File: config.mk
export PLATFORM = sky130hd
export DESIGN_NAME = ioManager
export DESIGN_NICKNAME = d
export VERILOG_FILES = /design/src/rtl/ioCmdPkg.sv /design/src/rtl/ioMapPkg.sv /design/src/rtl/cmdDecoder.sv /design/src/rtl/cmdTimer.sv /design/src/rtl/ioManager.sv /design/src/rtl/writebackMux.sv
export SDC_FILE = /design/constraint.sdc
export NUM_CORES = 1
export LEC_CHECK = 0
export BUFFER_PORTS_ARGS = -buffer_cell sky130_fd_sc_hd__buf_2
export CORE_MARGIN = 2
export CORE_UTILIZATION = 30
export DETAILED_ROUTE_END_ITERATION = 7
export GPL_TIMING_DRIVEN = 0
export PLACE_DENSITY_LB_ADDON = 0.2
export SLEW_MARGIN = 20
export SYNTH_ARGS = -nofsm -noshare
export SYNTH_HDL_FRONTEND = slang
export SYNTH_SLANG_ARGS = --single-unit
File: constraint.sdc
create_clock -name sys_clk -period 3.8 [get_ports sys_clk]
set_input_delay 0.57 -clock sys_clk [delete_from_list [all_inputs] [get_ports sys_clk]]
set_output_delay 0.57 -clock sys_clk [all_outputs]
set_load 0.01 [all_outputs]
File: src/rtl/ioCmdPkg.sv
package ioCmdPkg;

    localparam int dataWidth = 16;
    localparam int regIdxWidth = 4;
    localparam int opcodeWidth = 4;

    typedef logic [dataWidth-1:0] dataT;
    typedef logic [regIdxWidth-1:0] regIdxT;
    typedef logic [opcodeWidth-1:0] opcodeT;

    // Minor opcodes a timer acts on
    localparam opcodeT opLoad = 4'd0;
    localparam opcodeT opStart = 4'd1;
    localparam opcodeT opStop = 4'd2;
    localparam opcodeT opReadLoad = 4'd3;

    typedef enum logic [1:0] {
        tIdle,
        tRunning,
        tPosting // Expiry count waiting in the holding register
    } timerStateE;

endpackage

File: src/rtl/ioMapPkg.sv
package ioMapPkg;

    // Command address as seen on the IO window
    typedef logic [15:0] ioAddrT;

    localparam ioAddrT ioBaseAddr = 16'd384;
    localparam ioAddrT ioWindowSize = 16'd128;

    // Timers sit after the clock block
    localparam ioAddrT timerLowerAddr = 16'd8;

    localparam int timerCount = 4; // Power of two
    localparam int timerIdxWidth = $clog2(timerCount);

    typedef logic [timerIdxWidth-1:0] timerIdxT;

endpackage

File: src/rtl/cmdDecoder.sv
`timescale 1ns/1ps

module cmdDecoder (
    input  logic                            sys_clk,
    input  logic                            rstN,
    input  logic                            cmdAck,
    output logic                            cmdReq,
    input  ioCmdPkg::opcodeT                minorOpcodeIn,
    input  ioMapPkg::ioAddrT                cmdAddressIn,
    input  ioCmdPkg::dataT                  cmdDataIn,
    input  ioCmdPkg::regIdxT                cmdDestReg,
    input  logic [ioMapPkg::timerCount-1:0] timerReady,
    output logic [ioMapPkg::timerCount-1:0] selStrobe,
    output ioCmdPkg::opcodeT                selOpcode,
    output ioCmdPkg::dataT                  selData,
    output ioCmdPkg::regIdxT                selDestReg
);
    ioMapPkg::ioAddrT windowOffset;
    ioMapPkg::ioAddrT timerOffset;
    logic mapped;
    logic [ioMapPkg::timerCount-1:0] decodedSel;
    logic [ioMapPkg::timerCount-1:0] selReg;
    logic full;
    logic drain;

    assign windowOffset = cmdAddressIn - ioMapPkg::ioBaseAddr;
    assign timerOffset = windowOffset - ioMapPkg::timerLowerAddr;
    // Wraparound pushes addresses below the window out of range
    assign mapped = (windowOffset < ioMapPkg::ioWindowSize) &&
                    (timerOffset < ioMapPkg::timerCount);

    always_comb begin
        decodedSel = '0;
        if (mapped) decodedSel[ioMapPkg::timerIdxT'(timerOffset)] = 1'b1;
    end

    // Empty select means unmapped and is dropped on the next edge
    assign drain = full && ((selReg == '0) || ((selReg & timerReady) != '0));
    assign selStrobe = full ? (selReg & timerReady) : '0;
    assign cmdReq = !full || drain;

    always_ff @(posedge sys_clk or negedge rstN) begin
        if (!rstN) begin
            full <= 1'b0;
            selReg <= '0;
        end else if (cmdAck && cmdReq) begin
            full <= 1'b1;
            selReg <= decodedSel;
        end else if (drain) begin
            full <= 1'b0;
            selReg <= '0;
        end
    end

    always_ff @(posedge sys_clk) begin
        if (cmdAck && cmdReq) begin
            selOpcode <= minorOpcodeIn;
            selData <= cmdDataIn;
            selDestReg <= cmdDestReg;
        end
    end

    selOneHot: assert property (@(posedge sys_clk) disable iff (!rstN) $onehot0(selStrobe));

endmodule

File: src/rtl/cmdTimer.sv
`timescale 1ns/1ps

module cmdTimer (
    input  logic             sys_clk,
    input  logic             rstN,
    input  logic             selStrobe,
    input  ioCmdPkg::opcodeT selOpcode,
    input  ioCmdPkg::dataT   selData,
    input  ioCmdPkg::regIdxT selDestReg,
    output logic             timerReady,
    output logic             postValid,
    output ioCmdPkg::regIdxT postDestReg,
    output ioCmdPkg::dataT   postData,
    input  logic             postTaken
);
    ioCmdPkg::timerStateE state;
    ioCmdPkg::dataT reloadReg;
    ioCmdPkg::dataT countReg;
    ioCmdPkg::dataT expiryReg;
    ioCmdPkg::dataT expiryNext;
    ioCmdPkg::regIdxT destLatch;
    logic cmdLoad;
    logic cmdStart;
    logic cmdStop;
    logic cmdRead;
    logic holdFree;
    logic expire;

    assign cmdLoad = selStrobe && (selOpcode == ioCmdPkg::opLoad);
    assign cmdStart = selStrobe && (selOpcode == ioCmdPkg::opStart);
    assign cmdStop = selStrobe && (selOpcode == ioCmdPkg::opStop);
    assign cmdRead = selStrobe && (selOpcode == ioCmdPkg::opReadLoad);

    // Stall the decoder only for commands that need the holding register
    assign timerReady = !(postValid && ((selOpcode == ioCmdPkg::opReadLoad) ||
                          (selOpcode == ioCmdPkg::opStart && state == ioCmdPkg::tPosting)));

    assign holdFree = !postValid || postTaken;
    assign expiryNext = expiryReg + 1'b1;

    // Counter parks at zero until the holding register frees up
    assign expire = (state == ioCmdPkg::tRunning) && (countReg == '0) && holdFree &&
                    !cmdRead && !cmdStart && !cmdStop;

    always_ff @(posedge sys_clk or negedge rstN) begin
        if (!rstN) begin
            state <= ioCmdPkg::tIdle;
            reloadReg <= '0;
            countReg <= '0;
            expiryReg <= '0;
        end else begin
            if (cmdLoad) reloadReg <= selData;
            if (cmdStart) begin
                state <= ioCmdPkg::tRunning;
                countReg <= reloadReg;
            end else if (cmdStop) begin
                state <= ioCmdPkg::tIdle;
            end else if (expire) begin
                state <= ioCmdPkg::tPosting;
                expiryReg <= expiryNext;
            end else if (state == ioCmdPkg::tRunning && countReg != '0) begin
                countReg <= countReg - 1'b1;
            end else if (state == ioCmdPkg::tPosting && postTaken) begin
                state <= ioCmdPkg::tIdle;
            end
        end
    end

    always_ff @(posedge sys_clk) begin
        if (cmdStart) destLatch <= selDestReg;
    end

    always_ff @(posedge sys_clk or negedge rstN) begin
        if (!rstN) postValid <= 1'b0;
        else if (cmdRead || expire) postValid <= 1'b1;
        else if (postTaken) postValid <= 1'b0;
    end

    always_ff @(posedge sys_clk) begin
        if (cmdRead) begin
            postDestReg <= selDestReg;
            postData <= reloadReg;
        end else if (expire) begin
            postDestReg <= destLatch; // Destination from the last opStart
            postData <= expiryNext;
        end
    end

    postHeld: assert property (@(posedge sys_clk) disable iff (!rstN)
        postValid && !postTaken |=> postValid && $stable(postData) && $stable(postDestReg));

    strobeWhenReady: assert property (@(posedge sys_clk) disable iff (!rstN)
        selStrobe |-> timerReady);

    postingHasEntry: assert property (@(posedge sys_clk) disable iff (!rstN)
        state == ioCmdPkg::tPosting |-> postValid);

endmodule

File: src/rtl/ioManager.sv
`timescale 1ns/1ps

module ioManager (
    input  logic             sys_clk,
    input  logic             rstN,
    input  logic             cmdAck,
    output logic             cmdReq,
    input  ioCmdPkg::opcodeT minorOpcodeIn,
    input  ioMapPkg::ioAddrT cmdAddressIn,
    input  ioCmdPkg::dataT   cmdDataIn,
    input  ioCmdPkg::regIdxT cmdDestReg,
    output logic             wbAck,
    input  logic             wbReq,
    output ioCmdPkg::regIdxT wbDestReg,
    output ioCmdPkg::dataT   wbDataOut
);
    logic [ioMapPkg::timerCount-1:0] selStrobe;
    logic [ioMapPkg::timerCount-1:0] timerReady;
    ioCmdPkg::opcodeT selOpcode;
    ioCmdPkg::dataT selData;
    ioCmdPkg::regIdxT selDestReg;

    logic [ioMapPkg::timerCount-1:0] postValid;
    logic [ioMapPkg::timerCount-1:0] postTaken;
    ioCmdPkg::regIdxT [ioMapPkg::timerCount-1:0] postDestReg;
    ioCmdPkg::dataT [ioMapPkg::timerCount-1:0] postData;

    cmdDecoder cmdDecoder_i (
        .sys_clk      (sys_clk),
        .rstN         (rstN),
        .cmdAck       (cmdAck),
        .cmdReq       (cmdReq),
        .minorOpcodeIn(minorOpcodeIn),
        .cmdAddressIn (cmdAddressIn),
        .cmdDataIn    (cmdDataIn),
        .cmdDestReg   (cmdDestReg),
        .timerReady   (timerReady),
        .selStrobe    (selStrobe),
        .selOpcode    (selOpcode),
        .selData      (selData),
        .selDestReg   (selDestReg)
    );

    // Shared command lines and one strobe per timer
    for (genvar i = 0; i < ioMapPkg::timerCount; i++) begin : timerGen
        cmdTimer cmdTimer_i (
            .sys_clk    (sys_clk),
            .rstN       (rstN),
            .selStrobe  (selStrobe[i]),
            .selOpcode  (selOpcode),
            .selData    (selData),
            .selDestReg (selDestReg),
            .timerReady (timerReady[i]),
            .postValid  (postValid[i]),
            .postDestReg(postDestReg[i]),
            .postData   (postData[i]),
            .postTaken  (postTaken[i])
        );
    end

    writebackMux writebackMux_i (
        .sys_clk    (sys_clk),
        .rstN       (rstN),
        .postValid  (postValid),
        .postDestReg(postDestReg),
        .postData   (postData),
        .postTaken  (postTaken),
        .wbAck      (wbAck),
        .wbReq      (wbReq),
        .wbDestReg  (wbDestReg),
        .wbDataOut  (wbDataOut)
    );

endmodule

File: src/rtl/writebackMux.sv
`timescale 1ns/1ps

module writebackMux (
    input  logic                                      sys_clk,
    input  logic                                      rstN,
    input  logic [ioMapPkg::timerCount-1:0]           postValid,
    input  ioCmdPkg::regIdxT [ioMapPkg::timerCount-1:0] postDestReg,
    input  ioCmdPkg::dataT [ioMapPkg::timerCount-1:0] postData,
    output logic [ioMapPkg::timerCount-1:0]           postTaken,
    output logic                                      wbAck,
    input  logic                                      wbReq,
    output ioCmdPkg::regIdxT                          wbDestReg,
    output ioCmdPkg::dataT                            wbDataOut
);
    ioMapPkg::timerIdxT lastGrant;
    ioMapPkg::timerIdxT grantIdx;
    logic found;
    logic outFree;
    logic take;

    // Empty or handing off this edge
    assign outFree = !wbAck || wbReq;

    // Search starts just after the last winner
    always_comb begin
        ioMapPkg::timerIdxT cand;
        found = 1'b0;
        grantIdx = lastGrant;
        for (int k = 1; k <= ioMapPkg::timerCount; k++) begin
            cand = ioMapPkg::timerIdxT'(lastGrant + k);
            if (!found && postValid[cand]) begin
                found = 1'b1;
                grantIdx = cand;
            end
        end
    end

    assign take = outFree && found;

    always_comb begin
        postTaken = '0;
        if (take) postTaken[grantIdx] = 1'b1;
    end

    always_ff @(posedge sys_clk or negedge rstN) begin
        if (!rstN) begin
            wbAck <= 1'b0;
            lastGrant <= ioMapPkg::timerIdxT'(ioMapPkg::timerCount - 1); // Timer 0 first
        end else if (take) begin
            wbAck <= 1'b1;
            lastGrant <= grantIdx;
        end else if (wbReq) begin
            wbAck <= 1'b0;
        end
    end

    always_ff @(posedge sys_clk) begin
        if (take) begin
            wbDestReg <= postDestReg[grantIdx];
            wbDataOut <= postData[grantIdx];
        end
    end

    takenOneHot: assert property (@(posedge sys_clk) disable iff (!rstN) $onehot0(postTaken));

endmodule
==> flow_summary.ini <==
[detailed_routing]
count_of_routing_violations_after_the_opening_detailed_route_iteration = 1241
remaining_drc_errors = 0
vias = 12800
antenna_violating_nets_post_route = 0
first_pass_iteration_count_of_the_detailed_router = 5
drt_wl_cell_microns = 20.7
vias_per_cell = 5.21
totalWireLength_microns = 51000

[finish]
post_route_cells_drive_above_1_share_pct = 15.6
most_frequent_cells_in_the_layout = sky130_fd_sc_hd__dfrtp_1, sky130_fd_sc_hd__nand2_1, sky130_fd_sc_hd__edfxtp_1, sky130_fd_sc_hd__o21ai_0
ff_latch_area_sq_mm = 0.00951
final_common_cell = sky130_fd_sc_hd__dfrtp_1
fill_cells = 5729
post_layout_nonfiller_instances = 2465
flow.area_growth_from_synthesis_pct = 16.2
nets = 1725
multiInputGateArea_sq_mm = 0.00718
final_cell_area_sq_mm = 0.0199

[die]
std_cell_rows = 87
floorplan.core_area_sq_mm = 0.0564
die-width_microns = 243
die_h_microns = 243
initial_util_pct = 30.3
ios = 66
dieArea_sq_mm = 0.0589

[sta]
worst_slew_margin_rel_pct = 25.7
timing.fmax_mhz = 298
postLayoutSetupSlackWorst_ns = 0.439
final-max-slew-violation-count = 0
rsz0062_at_grt = false
final-setup-viol-count = 0
final_hold_viol_count = 0
clock-skew-final_ns = 0.0126
timing_worst_slew_pin_value_ns = 1.10
holdWs_ns = 0.177
fin_setup_tns_ns = 0
finalCriticalPeriod_ns = 3.36
final_min_period_over_clock_period_pct = 88.5

[worst_hold_path]
holdCritPathClass = input port to register

[yosys]
postSynthNetCount = 1612
synth.avg_cell_area_sq_um = 11.0
ys_seq_elements = 352
synth_ff_type = sky130_fd_sc_hd__dfrtp_1
synth.lib_cells_used.distinct = 81
yosys_warnings = 0
mappedNetlistArea_sq_mm = 0.0171
synth_edf_count = 140
synth_top_cell_by_area = sky130_fd_sc_hd__dfrtp_1
synth_largest_type_area_fraction_pct = 30.7
sequential_fraction_of_the_synthesis_area_pct = 55.6
syn-instance-count = 1558
synth.top_cells.by_area = sky130_fd_sc_hd__dfrtp_1, sky130_fd_sc_hd__edfxtp_1, sky130_fd_sc_hd__mux2_2, sky130_fd_sc_hd__xnor2_1, sky130_fd_sc_hd__nand2_1
postSynth.asyncResetShare_pct = 60.2

[clock_network]
cts_setup_buffers = 0
cts_tree = done
clock_latency_ns = 0.56
numCtsBuffers = 42
htree_num_levels = 2
cts_sinks = 352
clock_pin_slew_on_the_worst_setup_and_hold_paths_ns = 0.06
cts_root_buf = sky130_fd_sc_hd__clkbuf_16
clockBufferDepth = 3

[run]
cap_violations = 0

[worst_setup_path]
cp-end-kind = register
critPathBufInv = 2
crit_chain = buf_6 > a21oi_1 > o31ai_4 > o311ai_0 > a211oi_2 > buf_6 > or2_2
worst_ep_required_time_ns = 4.01
crit_family = compound AO/OA/AOI/OAI gates
worst_path_arrival_time_ns = 3.57
worst_path_largest_cell_delay_ns = 0.63
crit_type = register to register
worst_setup_sp_type = register
critical_path.most_common_cell = sky130_fd_sc_hd__buf_6
cpMaxStageDelayCell = sky130_fd_sc_hd__a211oi_2
critical_path_peak_fanout = 20

[placed_design]
gp_routability_congestion = 0.879
placedCellCount = 2382
dp_slack_ns = -0.0765
placed_area_sq_mm = 0.0185
hpwl_microns = 36800
port_buffers = 65

[grt]
first_global_vias = 12500
grt_start_max_net_pins = 81
antenna_found_initial = 5
first_pass_grt_wire_length_microns = 77600
grt_usage_pct = 17.2
globalRoute.totalOverflow = 0

[pwr]
combinational_share_of_power_pct = 16.8
clkPwrFrac_pct = 39.8
power_frac_seq_pct = 43.4
swShare_pct = 29.1
intPower_w = 0.00711
power.density_cell_area_mw_per_mm2 = 505
total_leakage_power_nw = 7.76
power.net_switching_w = 0.00292
ir_worst_vdd_uv = 308

[run_status]
status = finished, final reports clean
cells in the mapped netlist (all sizes together), types with 8 or more instances:
library cell and instances:
xnor2 88, nand4 25, dfrtp 210, a31oi 25
a2bb2oi 8, or3 15, nor4 22, nand3 57
nor3 53, nor2 74, and2 26, a211oi 23
nand3b 10, o22ai 23, o21ai 118, ha 10
a21oi 67, xor2 36, nor2b 9, buf 24
inv 24, clkbuf 53, nand2b 13, nand2 177
and3 19, o211ai 8, mux2 89, or4 8
edfxtp 140
kinds of logic after synthesis:
family	count (synthesis)	synth area share, %
and+or+nand+nor	542	16.3
DFF	352	55.6
AOI/OAI and AO/OA	336	12.4
xor gates and xnor gates	124	6.35
buffers and inverters	102	2.55
muxes	92	6.06
adders and majority gates	10	0.732
power groups by stage:
stage | clock (W) | sequential (W) | combinational, W
finish | 0.00399 | 0.00435 | 0.00169
global route | 0.00426 | 0.00436 | 0.00182
CTS | 0.00408 | 0.00435 | 0.00166
detailed placement | 0 | 0.00442 | 0.00166
global placement | 0 | 0.00442 | 0.00159
floorplan | 0 | 0.00441 | 0.000842
worst register-to-register path: cells and delay by family, from the launching register on:
kind,cells,cell delay [ns]
DFF,1,0.52
AOI/OAI and AO/OA,4,1.70
buffers and inverters,2,0.35
and+or+nand+nor,1,0.43
worst paths after layout:
path	startpoint	to	slack (ns)	cells after the start
hold / removal	cmdDataIn[0]	cmdDecoder_i.selData[0]	0.18	1
max in group asynchronous	rstN	timerGen[2].cmdTimer_i.countReg[15]	2.46	3
setup / recovery	writebackMux_i.lastGrant[1]	timerGen[1].cmdTimer_i.postData[15]	0.44	7
setup reg to reg	writebackMux_i.lastGrant[1]	timerGen[1].cmdTimer_i.postData[15]	0.44	7
hold reg to reg	timerGen[3].cmdTimer_i.expiryReg[15]	timerGen[3].cmdTimer_i.expiryReg[15]	0.49	1
min in group asynchronous	rstN	timerGen[3].cmdTimer_i.countReg[9]	0.53	2
area by class of cell:
type / instances / area share [%]
diodes: 5 / 0.0630
repair buffers: 69 / 2.15
well taps: 756 / 4.76
clock inverters: 13 / 0.617
multi-input cells: 1104 / 36.1
inverters: 25 / 0.472
flip-flops and latches: 352 / 47.9
plain buffers: 77 / 1.72
clock buffers: 64 / 6.23
layer usage:
layer | global-route usage [%] | share of wire (%)
met2 | 25.4 | 43
met5 | 0 | 0
met1 | 26.0 | 48
met3 | 2.93 | 6.7
met4 | 4.24 | 2.0
sequential cells by signal, indices dropped and copies added, names as in the netlist, 8 cells and up:
| register | cells |
|---|---|
| writebackMux_i.wbDataOut | 16 |
| cmdDecoder_i.selData | 16 |
| timerGen.cmdTimer_i.state | 8 |
| timerGen.cmdTimer_i.destLatch | 16 |
| timerGen.cmdTimer_i.reloadReg | 64 |
| timerGen.cmdTimer_i.postDestReg | 16 |
| timerGen.cmdTimer_i.expiryReg | 64 |
| timerGen.cmdTimer_i.postData | 64 |
| timerGen.cmdTimer_i.countReg | 64 |
per-stage QoR:
stage                     power, W  utilization, %
after floorplan            0.00525               -
after global placement     0.00602            32.6
after detailed placement   0.00608            32.7
after CTS                   0.0101            35.2
after global routing        0.0104            35.2
final                       0.0100            35.2
what timing repair did:
| action | in CTS | in global routing |
|---|---|---|
| hold buffers | 1 | 0 |
| resized for setup | 1 | 3 |
| endpoints found under the hold margin | 47 | 0 |
| endpoints found under the setup margin | 20 | 60 |
(Power assumes the default switching activity.)
